### src/rtl/fpu_pkg.sv
// Shared widths, opcode enum, operand class and command, entry and result types
`default_nettype none

package fpu_pkg;

  // ========================================
  // Word and field widths
  // ========================================
  typedef logic [31:0] fp_word_t;    // IEEE single-precision word
  typedef logic [31:0] xlen_word_t;  // Integer register word
  typedef logic [7:0]  fp_exp_t;     // Biased exponent field
  typedef logic [22:0] fp_man_t;     // Mantissa field, bit 22 is the quiet bit

  // Canonical quiet NaN
  localparam fp_word_t CANON_NAN = 32'h7fc00000;

  localparam int FIFO_DEPTH_DEF = 4;  // Default entry buffer depth

  // ========================================
  // Opcodes
  // ========================================
  // Codes 11 to 15 are illegal
  typedef enum logic [3:0] {
    OP_SGNJ  = 4'd0,
    OP_SGNJN = 4'd1,
    OP_SGNJX = 4'd2,
    OP_MIN   = 4'd3,
    OP_MAX   = 4'd4,
    OP_FEQ   = 4'd5,
    OP_FLT   = 4'd6,
    OP_FLE   = 4'd7,
    OP_CLASS = 4'd8,
    OP_MV_XW = 4'd9,   // FP bits to integer
    OP_MV_WX = 4'd10   // Integer bits to FP
  } fp_op_t;

  // ========================================
  // Operand class and pipeline structs
  // ========================================
  typedef struct packed {
    logic sign;
    logic is_zero;
    logic is_subnormal;
    logic is_normal;
    logic is_inf;
    logic is_snan;
    logic is_qnan;
  } fp_class_t;

  typedef struct packed {
    fp_op_t     op;
    fp_word_t   a;
    fp_word_t   b;
    xlen_word_t x;   // Integer operand, used by FMV.W.X
  } fpu_cmd_t;

  // Decoded entry as stored in the FIFO
  typedef struct packed {
    fpu_cmd_t  cmd;
    fp_class_t cls_a;
    fp_class_t cls_b;
    logic      legal;  // Opcode within range
  } fpu_entry_t;

  typedef struct packed {
    fp_word_t   fp_result;
    xlen_word_t int_result;
    logic       flag_nv;   // Invalid operation
  } fpu_res_t;

endpackage

`default_nettype wire

### src/rtl/fpu_cmd_intake.sv
// Command producer with four-phase handshake, operand classification and FIFO push
`timescale 1ns/1ps
`default_nettype none

module fpu_cmd_intake
  import fpu_pkg::*;
(
  input  logic       clk,
  input  logic       rst,
  input  fpu_cmd_t   cmd,
  input  logic       cmd_req,
  output logic       cmd_ack,
  input  logic       full,
  output logic       push,
  output fpu_entry_t push_entry
);

  typedef enum logic {
    IDLE,       // Waiting for a new request
    WAIT_DROP   // Entry pushed, ack held until req falls
  } intake_state_t;

  intake_state_t state;

  // Sort one operand into its IEEE class
  function automatic fp_class_t classify(input fp_word_t w);
    fp_exp_t   exp_f;
    fp_man_t   man_f;
    fp_class_t c;
    exp_f = w[30:23];
    man_f = w[22:0];
    c.sign         = w[31];
    c.is_zero      = (exp_f == '0) && (man_f == '0);
    c.is_subnormal = (exp_f == '0) && (man_f != '0);
    c.is_normal    = (exp_f != '0) && (exp_f != '1);
    c.is_inf       = (exp_f == '1) && (man_f == '0);
    c.is_snan      = (exp_f == '1) && (man_f != '0) && !man_f[22];  // Quiet bit clear
    c.is_qnan      = (exp_f == '1) && man_f[22];
    return c;
  endfunction

  // ========================================
  // Handshake
  // ========================================
  // Take the command only when idle and there is room
  assign push    = (state == IDLE) && cmd_req && !full;
  assign cmd_ack = (state == WAIT_DROP);

  always_ff @(posedge clk) begin
    if (rst) begin
      state <= IDLE;
    end else begin
      case (state)
        IDLE: begin
          if (push) state <= WAIT_DROP;
        end
        WAIT_DROP: begin
          if (!cmd_req) state <= IDLE;   // Source let go, ack falls next cycle
        end
        default: state <= IDLE;
      endcase
    end
  end

  // ========================================
  // Entry decode
  // ========================================
  // Operands are classified once here so execute does not redo it
  always_comb begin
    push_entry.cmd   = cmd;
    push_entry.cls_a = classify(cmd.a);
    push_entry.cls_b = classify(cmd.b);
    push_entry.legal = (cmd.op <= OP_MV_WX);
  end

endmodule

`default_nettype wire

### src/rtl/fpu_op_fifo.sv
// Synchronous circular FIFO of decoded FPU entries
`timescale 1ns/1ps
`default_nettype none

module fpu_op_fifo
  import fpu_pkg::*;
#(
  parameter int DEPTH = FIFO_DEPTH_DEF   // Power of two
) (
  input  logic       clk,
  input  logic       rst,
  input  logic       push,
  input  fpu_entry_t push_entry,
  input  logic       pop,
  output fpu_entry_t head,
  output logic       full,
  output logic       empty
);

  localparam int AW = $clog2(DEPTH);

  fpu_entry_t      mem [DEPTH];
  logic [AW-1:0]   wr_ptr;
  logic [AW-1:0]   rd_ptr;
  logic [AW:0]     count;    // Occupancy, one bit wider than the pointers
  logic            do_push;
  logic            do_pop;

  assign full    = (count == (AW+1)'(DEPTH));
  assign empty   = (count == '0);
  assign do_push = push && !full;   // Ignore push into a full buffer
  assign do_pop  = pop && !empty;
  assign head    = mem[rd_ptr];     // Valid whenever empty is low

  // Storage
  always_ff @(posedge clk) begin
    if (do_push) mem[wr_ptr] <= push_entry;
  end

  // Pointers and count, wrap is free with power-of-two depth
  always_ff @(posedge clk) begin
    if (rst) begin
      wr_ptr <= '0;
      rd_ptr <= '0;
      count  <= '0;
    end else begin
      if (do_push) wr_ptr <= wr_ptr + 1'b1;
      if (do_pop)  rd_ptr <= rd_ptr + 1'b1;
      case ({do_push, do_pop})
        2'b10:   count <= count + 1'b1;
        2'b01:   count <= count - 1'b1;
        default: count <= count;        // Both or neither
      endcase
    end
  end

endmodule

`default_nettype wire

### src/rtl/fpu_sign_minmax.sv
// Combinational sign injection and FMIN/FMAX with invalid flag
`timescale 1ns/1ps
`default_nettype none

module fpu_sign_minmax
  import fpu_pkg::*;
(
  input  fpu_entry_t entry,
  output fp_word_t   result,
  output logic       flag_nv
);

  fp_word_t a;
  fp_word_t b;
  logic     a_nan;
  logic     b_nan;
  logic     a_lt_b;     // Ordered a < b, NaNs excluded elsewhere
  logic     inj_sign;
  logic     is_max;

  assign a      = entry.cmd.a;
  assign b      = entry.cmd.b;
  assign a_nan  = entry.cls_a.is_snan | entry.cls_a.is_qnan;
  assign b_nan  = entry.cls_b.is_snan | entry.cls_b.is_qnan;
  assign is_max = (entry.cmd.op == OP_MAX);

  // ========================================
  // Magnitude ordering
  // ========================================
  always_comb begin
    if (a[31] != b[31])
      a_lt_b = a[31];                 // Negative side is smaller, gives -0 < +0
    else if (a[31])
      a_lt_b = a[30:0] > b[30:0];     // Both negative, larger magnitude is smaller
    else
      a_lt_b = a[30:0] < b[30:0];
  end

  // Sign source for the three injection ops
  always_comb begin
    case (entry.cmd.op)
      OP_SGNJN: inj_sign = ~b[31];
      OP_SGNJX: inj_sign = a[31] ^ b[31];
      default:  inj_sign = b[31];     // FSGNJ
    endcase
  end

  // ========================================
  // Result select
  // ========================================
  always_comb begin
    result  = '0;
    flag_nv = 1'b0;
    case (entry.cmd.op)
      OP_SGNJ, OP_SGNJN, OP_SGNJX: begin
        result = {inj_sign, a[30:0]};  // Magnitude of a, never flags
      end
      OP_MIN, OP_MAX: begin
        flag_nv = entry.cls_a.is_snan | entry.cls_b.is_snan;
        if (a_nan && b_nan)
          result = CANON_NAN;
        else if (a_nan)
          result = b;                  // Non-NaN operand wins
        else if (b_nan)
          result = a;
        else if (is_max)
          result = a_lt_b ? b : a;
        else
          result = a_lt_b ? a : b;
      end
      default: result = '0;
    endcase
  end

endmodule

`default_nettype wire

### src/rtl/fpu_cmp_class.sv
// Combinational FEQ/FLT/FLE compare and FCLASS with invalid flag
`timescale 1ns/1ps
`default_nettype none

module fpu_cmp_class
  import fpu_pkg::*;
(
  input  fpu_entry_t entry,
  output xlen_word_t result,
  output logic       flag_nv
);

  fp_word_t   a;
  fp_word_t   b;
  fp_class_t  ca;
  logic       any_nan;
  logic       any_snan;
  logic       both_zero;
  logic       eq;
  logic       lt;
  xlen_word_t class_word;

  assign a         = entry.cmd.a;
  assign b         = entry.cmd.b;
  assign ca        = entry.cls_a;
  assign any_snan  = ca.is_snan | entry.cls_b.is_snan;
  assign any_nan   = any_snan | ca.is_qnan | entry.cls_b.is_qnan;
  assign both_zero = ca.is_zero & entry.cls_b.is_zero;  // +0 and -0 are equal

  // ========================================
  // Ordering, valid only without NaNs
  // ========================================
  assign eq = (a == b) || both_zero;

  always_comb begin
    if (both_zero)
      lt = 1'b0;
    else if (a[31] != b[31])
      lt = a[31];
    else if (a[31])
      lt = a[30:0] > b[30:0];   // Both negative
    else
      lt = a[30:0] < b[30:0];
  end

  // FCLASS one-hot in RISC-V bit order
  always_comb begin
    class_word    = '0;
    class_word[0] =  ca.sign & ca.is_inf;
    class_word[1] =  ca.sign & ca.is_normal;
    class_word[2] =  ca.sign & ca.is_subnormal;
    class_word[3] =  ca.sign & ca.is_zero;
    class_word[4] = ~ca.sign & ca.is_zero;
    class_word[5] = ~ca.sign & ca.is_subnormal;
    class_word[6] = ~ca.sign & ca.is_normal;
    class_word[7] = ~ca.sign & ca.is_inf;
    class_word[8] =  ca.is_snan;           // Sign ignored for NaNs
    class_word[9] =  ca.is_qnan;
  end

  // ========================================
  // Result select
  // ========================================
  always_comb begin
    result  = '0;
    flag_nv = 1'b0;
    case (entry.cmd.op)
      OP_FEQ: begin
        result[0] = eq & ~any_nan;
        flag_nv   = any_snan;        // Quiet compare
      end
      OP_FLT: begin
        result[0] = lt & ~any_nan;
        flag_nv   = any_nan;         // Signaling compare
      end
      OP_FLE: begin
        result[0] = (lt | eq) & ~any_nan;
        flag_nv   = any_nan;
      end
      OP_CLASS: result = class_word;
      default:  result = '0;
    endcase
  end

endmodule

`default_nettype wire

### src/rtl/fpu_execute.sv
// Result consumer with FIFO pop, unit result select and four-phase result handshake
`timescale 1ns/1ps
`default_nettype none

module fpu_execute
  import fpu_pkg::*;
(
  input  logic       clk,
  input  logic       rst,
  input  fpu_entry_t head,
  input  logic       empty,
  output logic       pop,
  output fpu_res_t   res,
  output logic       res_req,
  input  logic       res_ack
);

  typedef enum logic [1:0] {
    IDLE,       // Ready for the next entry
    HOLD,       // Result presented, waiting for ack
    WAIT_DROP   // Req dropped, waiting for ack to fall
  } exec_state_t;

  exec_state_t state;
  fp_word_t    sm_result;
  logic        sm_nv;
  xlen_word_t  cc_result;
  logic        cc_nv;
  fpu_res_t    res_next;

  // ========================================
  // Units
  // ========================================
  fpu_sign_minmax u_sign_minmax (
    .entry   (head),
    .result  (sm_result),
    .flag_nv (sm_nv)
  );

  fpu_cmp_class u_cmp_class (
    .entry   (head),
    .result  (cc_result),
    .flag_nv (cc_nv)
  );

  // Route the unit output by opcode, unused field stays zero
  always_comb begin
    res_next = '0;
    if (head.legal) begin
      case (head.cmd.op)
        OP_SGNJ, OP_SGNJN, OP_SGNJX, OP_MIN, OP_MAX: begin
          res_next.fp_result = sm_result;
          res_next.flag_nv   = sm_nv;
        end
        OP_FEQ, OP_FLT, OP_FLE, OP_CLASS: begin
          res_next.int_result = cc_result;
          res_next.flag_nv    = cc_nv;
        end
        OP_MV_XW: res_next.int_result = head.cmd.a;  // Raw bit copy
        OP_MV_WX: res_next.fp_result  = head.cmd.x;
        default:  res_next = '0;
      endcase
    end
  end

  // ========================================
  // Handshake
  // ========================================
  assign pop     = (state == IDLE) && !empty;
  assign res_req = (state == HOLD);

  // Result register, loaded with the pop
  always_ff @(posedge clk) begin
    if (pop) res <= res_next;
  end

  always_ff @(posedge clk) begin
    if (rst) begin
      state <= IDLE;
    end else begin
      case (state)
        IDLE:      if (pop) state <= HOLD;
        HOLD:      if (res_ack) state <= WAIT_DROP;  // Req falls next cycle
        WAIT_DROP: if (!res_ack) state <= IDLE;
        default:   state <= IDLE;
      endcase
    end
  end

endmodule

`default_nettype wire

### src/rtl/fpu_top.sv
// FPU top level joining command intake, entry FIFO and execute stage
`timescale 1ns/1ps
`default_nettype none

module fpu_top
  import fpu_pkg::*;
#(
  parameter int DEPTH = FIFO_DEPTH_DEF   // Entry buffer depth
) (
  input  logic     clk,
  input  logic     rst,
  input  fpu_cmd_t cmd,
  input  logic     cmd_req,
  output logic     cmd_ack,
  output fpu_res_t res,
  output logic     res_req,
  input  logic     res_ack
);

  logic       push;
  logic       full;
  logic       pop;
  logic       empty;
  fpu_entry_t push_entry;
  fpu_entry_t head;

  // Producer side
  fpu_cmd_intake u_cmd_intake (
    .clk        (clk),
    .rst        (rst),
    .cmd        (cmd),
    .cmd_req    (cmd_req),
    .cmd_ack    (cmd_ack),
    .full       (full),
    .push       (push),
    .push_entry (push_entry)
  );

  fpu_op_fifo #(.DEPTH(DEPTH)) u_op_fifo (
    .clk        (clk),
    .rst        (rst),
    .push       (push),
    .push_entry (push_entry),
    .pop        (pop),
    .head       (head),
    .full       (full),
    .empty      (empty)
  );

  // Consumer side
  fpu_execute u_execute (
    .clk     (clk),
    .rst     (rst),
    .head    (head),
    .empty   (empty),
    .pop     (pop),
    .res     (res),
    .res_req (res_req),
    .res_ack (res_ack)
  );

endmodule

`default_nettype wire

### config.mk
export PLATFORM = sky130hd
export DESIGN_NAME = fpu_top
export DESIGN_NICKNAME = d
export VERILOG_FILES = /design/src/rtl/fpu_pkg.sv /design/src/rtl/fpu_cmd_intake.sv /design/src/rtl/fpu_op_fifo.sv /design/src/rtl/fpu_sign_minmax.sv /design/src/rtl/fpu_cmp_class.sv /design/src/rtl/fpu_execute.sv /design/src/rtl/fpu_top.sv
export SDC_FILE = /design/constraint.sdc
export NUM_CORES = 1
export LEC_CHECK = 0
export ABC_AREA = 0
export BUFFER_PORTS_ARGS = -buffer_cell sky130_fd_sc_hd__buf_2
export CAP_MARGIN = 5
export CORE_UTILIZATION = 60
export CTS_CLUSTER_SIZE = 28
export DETAILED_ROUTE_END_ITERATION = 8
export PLACE_DENSITY = 0.92
export SETUP_SLACK_MARGIN = 0.15
export SYNTH_ARGS = -nofsm -noshare
export SYNTH_HDL_FRONTEND = slang
export SYNTH_SLANG_ARGS = --single-unit
### constraint.sdc
create_clock -name clk -period 13 [get_ports clk]
set_input_delay 1.95 -clock clk [delete_from_list [all_inputs] [get_ports clk]]
set_output_delay 1.95 -clock clk [all_outputs]
set_load 0.01 [all_outputs]
# After elaboration in Yosys (flattened, before gate mapping)
# Memories as Yosys holds them, arrays and structs flattened. A register that Yosys moved wholly into a read port is not among the register bits.
# Cells that the tools add are included.
# Widths: inputs -> output; s select.
[totals] register_bits=75 latch_bits=0 ramBits=460 mem_bits_ro=0 word_cells=136 mem_count=1
[classes] add_sub_neg=4 n_mul=0 div_mod_pow=0 order_cmp=3 n_eq_ne=24 shifts=0 n_mux=30 bitwise_logic=23 reduce_logical=43
[memory_table] name="u_op_fifo.mem" depth=4 width=115 read_ports=1 rd_clocked_by_memory_dff=1 wr=1 line="fpu_op_fifo.sv:22" source="fpu_entry_t mem [DEPTH];"
[op_table] cell="$mux 32" count=6
[op_table] cell="$pmux 32 s2" count=3
[op_table] cell="$logic_not 23->1" count=2
[op_table] cell="$reduce_bool 23->1" count=2
[op_table] cell="$eq 32x32->1" count=1
[op_table] cell="$gt 31x31->1" count=1
[op_table] cell="$lt 31x31->1" count=1
[op_table] cell="$logic_and 1x1->1" count=20
[op_table] cell="$eq 4x3->1 const B" count=4
[op_table] cell="$eq 8x8->1 const B" count=2
[op_table] cell="$logic_not 8->1" count=2
[op_table] cell="$ne 8x8->1 const B" count=2
[op_table] cell="$reduce_bool 8->1" count=2
[op_table] cell="$and 1x1->1" count=12
[op_table] cell="$eq 4x4->1 const B" count=3
[op_table] cell="$mux 2" count=5
[op_table] cell="$mux 9" count=1
[op_table] cell="$eq 4x2->1 const B" count=2
[op_table] cell="$mux 1" count=8
[op_table] cell="$pmux 1 s2" count=4
[op_table] cell="$or 1x1->1" count=6
[op_table] cell="$pmux 2 s3" count=1
[op_table] cell="$pmux 3 s2" count=1
[op_table] cell="$reduce_or 5->1" count=1
[op_table] cell="24 further kinds" count=35

# Logic depth before layout (Yosys ltp)
[logic_depth] word_depth=10 ltp_mapped=17 ltp_nobuf=12

# Hierarchy
# From an unflattened synthesis, not the netlist that was laid out.
[unflattened] hier_cells=1350 area_unflattened_um2=23744.0
[modules_own_cells] mod="fpu_op_fifo" instances=1 cells_per_inst=655 area_each_um2=17040.1
[modules_own_cells] mod="fpu_execute" instances=1 cells_per_inst=165 area_each_um2=2805.2
[modules_own_cells] mod="fpu_sign_minmax" instances=1 cells_per_inst=213 area_each_um2=1582.8
[modules_own_cells] mod="fpu_cmp_class" instances=1 cells_per_inst=165 area_each_um2=1182.4
[modules_own_cells] mod="fpu_cmd_intake" instances=1 cells_per_inst=152 area_each_um2=1133.6

# Worst setup path after synthesis
# No wires, ideal clock.
[synth_timing] path_type="register -> register" from="reg u_op_fifo.count[0]" to="reg u_op_fifo.count[2]" setup_ps=71 t_arrival_ps=6837 required_ps=12929 path_slack_ps=6092 path_stages_with_launch=9 path_cell_list="dfxtp_1 -> nor3_1 -> nor3_1 -> ha_1 -> inv_1 -> fa_1 -> xor2_1 -> or3_1 -> a21oi_1"
[synth_between] elab_chain_cells=6 elab_cells_between_ends=14 cone_classes="2 x add/sub; 3 x eq/ne; 1 x mux; 8 x reduce/logical"
[synth_rtl] element="from (decl)" line="fpu_op_fifo.sv:25" source="logic [AW:0] count;"
[synth_rtl] element="from (signal assigned)" line="fpu_op_fifo.sv:50" source="2'b10: count <= count + 1'b1;"
[synth_rtl] element="from (signal assigned)" line="fpu_op_fifo.sv:51" source="2'b01: count <= count - 1'b1;"
[synth_rtl] element="from (signal assigned)" line="fpu_op_fifo.sv:52" source="default: count <= count;"
[synth_rtl] element="$logic_not 3->1 (*)" line="fpu_op_fifo.sv:30" source="assign empty = (count == '0);"
[synth_rtl] element="$logic_not 1->1 (*)" line="fpu_execute.sv:69" source="assign pop = (state == IDLE) && !empty;"
[synth_rtl] element="$logic_and 1x1->1 (*)" line="fpu_execute.sv:69"
[synth_rtl] element="via pop" line="fpu_top.sv:22" source="logic pop;"
[synth_rtl] element="$logic_and 1x1->1 (*)" line="fpu_op_fifo.sv:32" source="assign do_pop = pop && !empty;"
[synth_rtl] element="$eq 2x1->1 / $eq 2x2->1 (equally long branches)" line="fpu_op_fifo.sv:49" source="case ({do_push, do_pop})"
[synth_rtl] element="$pmux 3 s2 / $reduce_bool 2->1 (equally long branches)"
# Mark *: on every way through the listed nets, which the timed path passes. The rest lies on a longest branch.
# A chain may end at the register's enable or synchronous reset.

==> results.yml <==
run_status:
  status: "complete, no violations"
finish:
  layout.cells.most_common: "edfxtp_1"
  finish.net_count: 1450
  multi_input_area_mm2: 0.00517
  seq_area_mm2: 0.0154
  areaGrowthSynthToFinish_pct: 14.5
  share_of_layout_cells_above_drive_strength_1: 0.290
  n_fill_cell: 1963
  mostFrequentLayoutCells: "505 x edfxtp_1, 170 x buf_2, 109 x mux4_2"
  final-instance-count-excl-fill: 1810
critical_path:
  worst-path-max-fanout: 60
  timing.setup.critical_path_class: "reg -> reg"
  worst-endpoint-arrival_ns: 6.35
  crit_path_start_kind: "flip-flop"
  worst_setup_path_end_kind: "flip-flop"
  crit_required_ns: 13.37
detailed_routing:
  wl_met1_mm: 18.2
  drt_pass1_iterations: 8
  met2WireLength_mm: 25.9
  drt-total-wl_mm: 52.5
  final_antenna_net_count: 0
  highest-signal-layer: "met5"
  num_vias: 12300
  vias_per_cell: 6.79
  drc: 0
  wl_met3_mm: 5.87
  wl_per_cell_um: 29.0
  first_iter_violations: 1921
job:
  max_cap_viol_count: 0
logic_synthesis:
  synth_area_mm2: 0.0210
  synthesized_nets: 1267
  post-synth-top-area-cell: "edfxtp_1"
  ys_seq_elements: 517
  synth.lib_cells_used.distinct: 58
  yosys_warnings: 0
  avgSynthCellArea_um2: 18.6
  netlist_instances: 1126
  synth-main-ff-cell: "edfxtp_1"
  synth_seq_area_share: 0.734
  synth_enable_flop_cells: 505
  postSynth.asyncResetShare: 0
  synth_largest_type_area_fraction: 0.723
  netlist_top_cells_area: "edfxtp_1 72%, mux4_2 12%, ha_1 2.1%"
timing:
  final_setup_slack_of_the_worst_path_ns: 7.02
  post_route_clock_skew_ns: 0.0247
  hold_violations: 0
  worst_hold_slack_ns: 0.509
  tightest_slew_ns: 1.12
  time_the_worst_path_needs_with_i_o_delays_and_setup_ns: 5.98
  max_freq_mhz: 167
  slew-limit-headroom: 0.247
  setup_viol_count_final: 0
  final_period_util: 0.460
  rsz0062_at_grt: "false"
  final-max-slew-violation-count: 0
  fin_setup_tns_ns: 0
grt:
  grt_start_max_net_pins: 70
  grt_remaining_overflow: 0
  grt_first_pass_wirelength_mm: 77.1
  grt_use_total: 0.298
  antenna_found_initial: 6
  vias_in_the_first_global_route: 12200
clocking:
  htree_levels: 2
  cts.sink_count: 517
  tritoncts: "built"
  number_of_buffers_added_by_the_clock_tree_synthesis_step: 49
  postCtsSetupBuffers: 0
  postCtsResizedCells: 0
  cts.path.max_buffers: 3
  clkLatencyLatePin_ns: 0.58
  ctsHoldBuffers: 0
  cts.clk_slew.worst_paths_ns: 0.07
  cts.root.buffer_cell: "clkbuf_16"
die:
  total_core_area_mm2: 0.0345
  floorplan.io_pins: 171
  die-height_um: 189
  design.die.area_mm2: 0.0357
  floorplan.die.width_um: 189
  start_util: 0.609
  placement_rows: 68
power:
  power.density_cell_area_mw_per_mm2: 225
  power.static_leakage_nw: 8.07
  ir_drop_uv: 138
placement:
  globalplace.congestion: 0.852
  port_buffers: 170
  dp_cells: 1713
  pre_cts_slack_ns: 7.37
  place_hpwl_mm: 31.1
min_path:
  timing.hold.worst.class: "reg -> reg"
[state kept, by name, indices dropped and copies added, names as in the netlist, named ones only]
name	cells
u_execute.state	2
u_op_fifo.rd_ptr	2
u_execute.res	65
u_op_fifo.mem	440
u_op_fifo.count	3
u_op_fifo.wr_ptr	2
u_cmd_intake.cmd_ack	1
[cell families after synthesis]
| group | Yosys count | share of synthesized area |
|---|---|---|
| AOI/OAI and AO/OA | 135 | 0.0446 |
| DFF | 517 | 0.734 |
| adders and majority gates | 37 | 0.0224 |
| muxes | 114 | 0.119 |
| and+or+nand+nor | 222 | 0.0557 |
| xor gates and xnor gates | 7 | 0.00292 |
| buffers and inverters | 94 | 0.0205 |
[worst max-delay path, cell delays in order, from the launching register on]
cell and delay [ns]:
dfxtp_4 0.94, buf_4 0.75, mux4_2 0.48, inv_1 0.09, ha_1 0.24, a21oi_1 0.16, o21ai_0 0.24, a221oi_1 0.69
o21ai_0 0.16, a21o_1 0.27, o211ai_2 0.22, nor2b_4 0.86, nand2_1 0.22, a31oi_1 0.33
[cell usage after synthesis (all sizes together) (2+ instances only)]
library cell and n:
a211oi 4, a21boi 3, a21o 3, a21oi 21, a22o 18, a22oi 22
a311oi 2, a31oi 30, and2 30, and3 2, buf 28, clkbuf 23
dfxtp 12, edfxtp 505, ha 36, inv 43, mux2i 4, mux4 109
nand2 40, nand2b 4, nand3 47, nand4 14, nor2 40, nor2b 4
nor3 14, nor4 18, o211ai 2, o21a 3, o21ai 19, o31ai 2
or2 2, or4 2, xnor2 4, xor2 3
[per-layer routing]
metal	global-route usage	up-vias
li1	-	4975
met1	0.400	6097
met2	0.479	1020
met3	0.0630	202
met4	0.129	2
met5	0	-
[metrics by stage]
step / util / instance area, µm² / power (mW)
after floorplan: - / 21000 / 3.31
after global placement: 0.646 / 22300 / 3.72
after detailed placement: 0.646 / 22300 / 3.80
after CTS: 0.697 / 24000 / 5.38
after global routing: 0.697 / 24000 / 5.57
final: 0.697 / 24000 / 5.40
[where the power goes]
group / switching, mW / internal [mW] / total, mW
combinational: 1.05 / 0.586 / 1.63
clock: 0.613 / 0.939 / 1.55
sequential: 0.115 / 2.10 / 2.22
total: 1.78 / 3.63 / 5.40
[final timing paths]
kind	start	to	slack [ns]	cells after the start
worst max-delay path	flip-flop	u_execute.res[60]$_SDFFCE_PN0P_	7.02	13
worst min register to register	u_op_fifo.count[2]$_SDFFE_PP0P_	u_op_fifo.count[2]$_SDFFE_PP0P_	0.51	2
worst max register to register	flip-flop	u_execute.res[60]$_SDFFCE_PN0P_	7.02	13
worst min-delay path	u_op_fifo.count[2]$_SDFFE_PP0P_	u_op_fifo.count[2]$_SDFFE_PP0P_	0.51	2
[layout make-up]
| class | count | share of cell area |
|---|---|---|
| Sequential cell | 517 | 0.641 |
| Multi-Input combinational cell | 515 | 0.215 |
| Clock buffer | 62 | 0.0548 |
| Timing Repair Buffer | 183 | 0.0395 |
| Tap cell | 455 | 0.0237 |
| Clock inverter | 30 | 0.0180 |
| Inverter | 43 | 0.00672 |
| Antenna cell | 5 | 0.000521 |
Note: power is estimated with default switching activity, not from simulation.
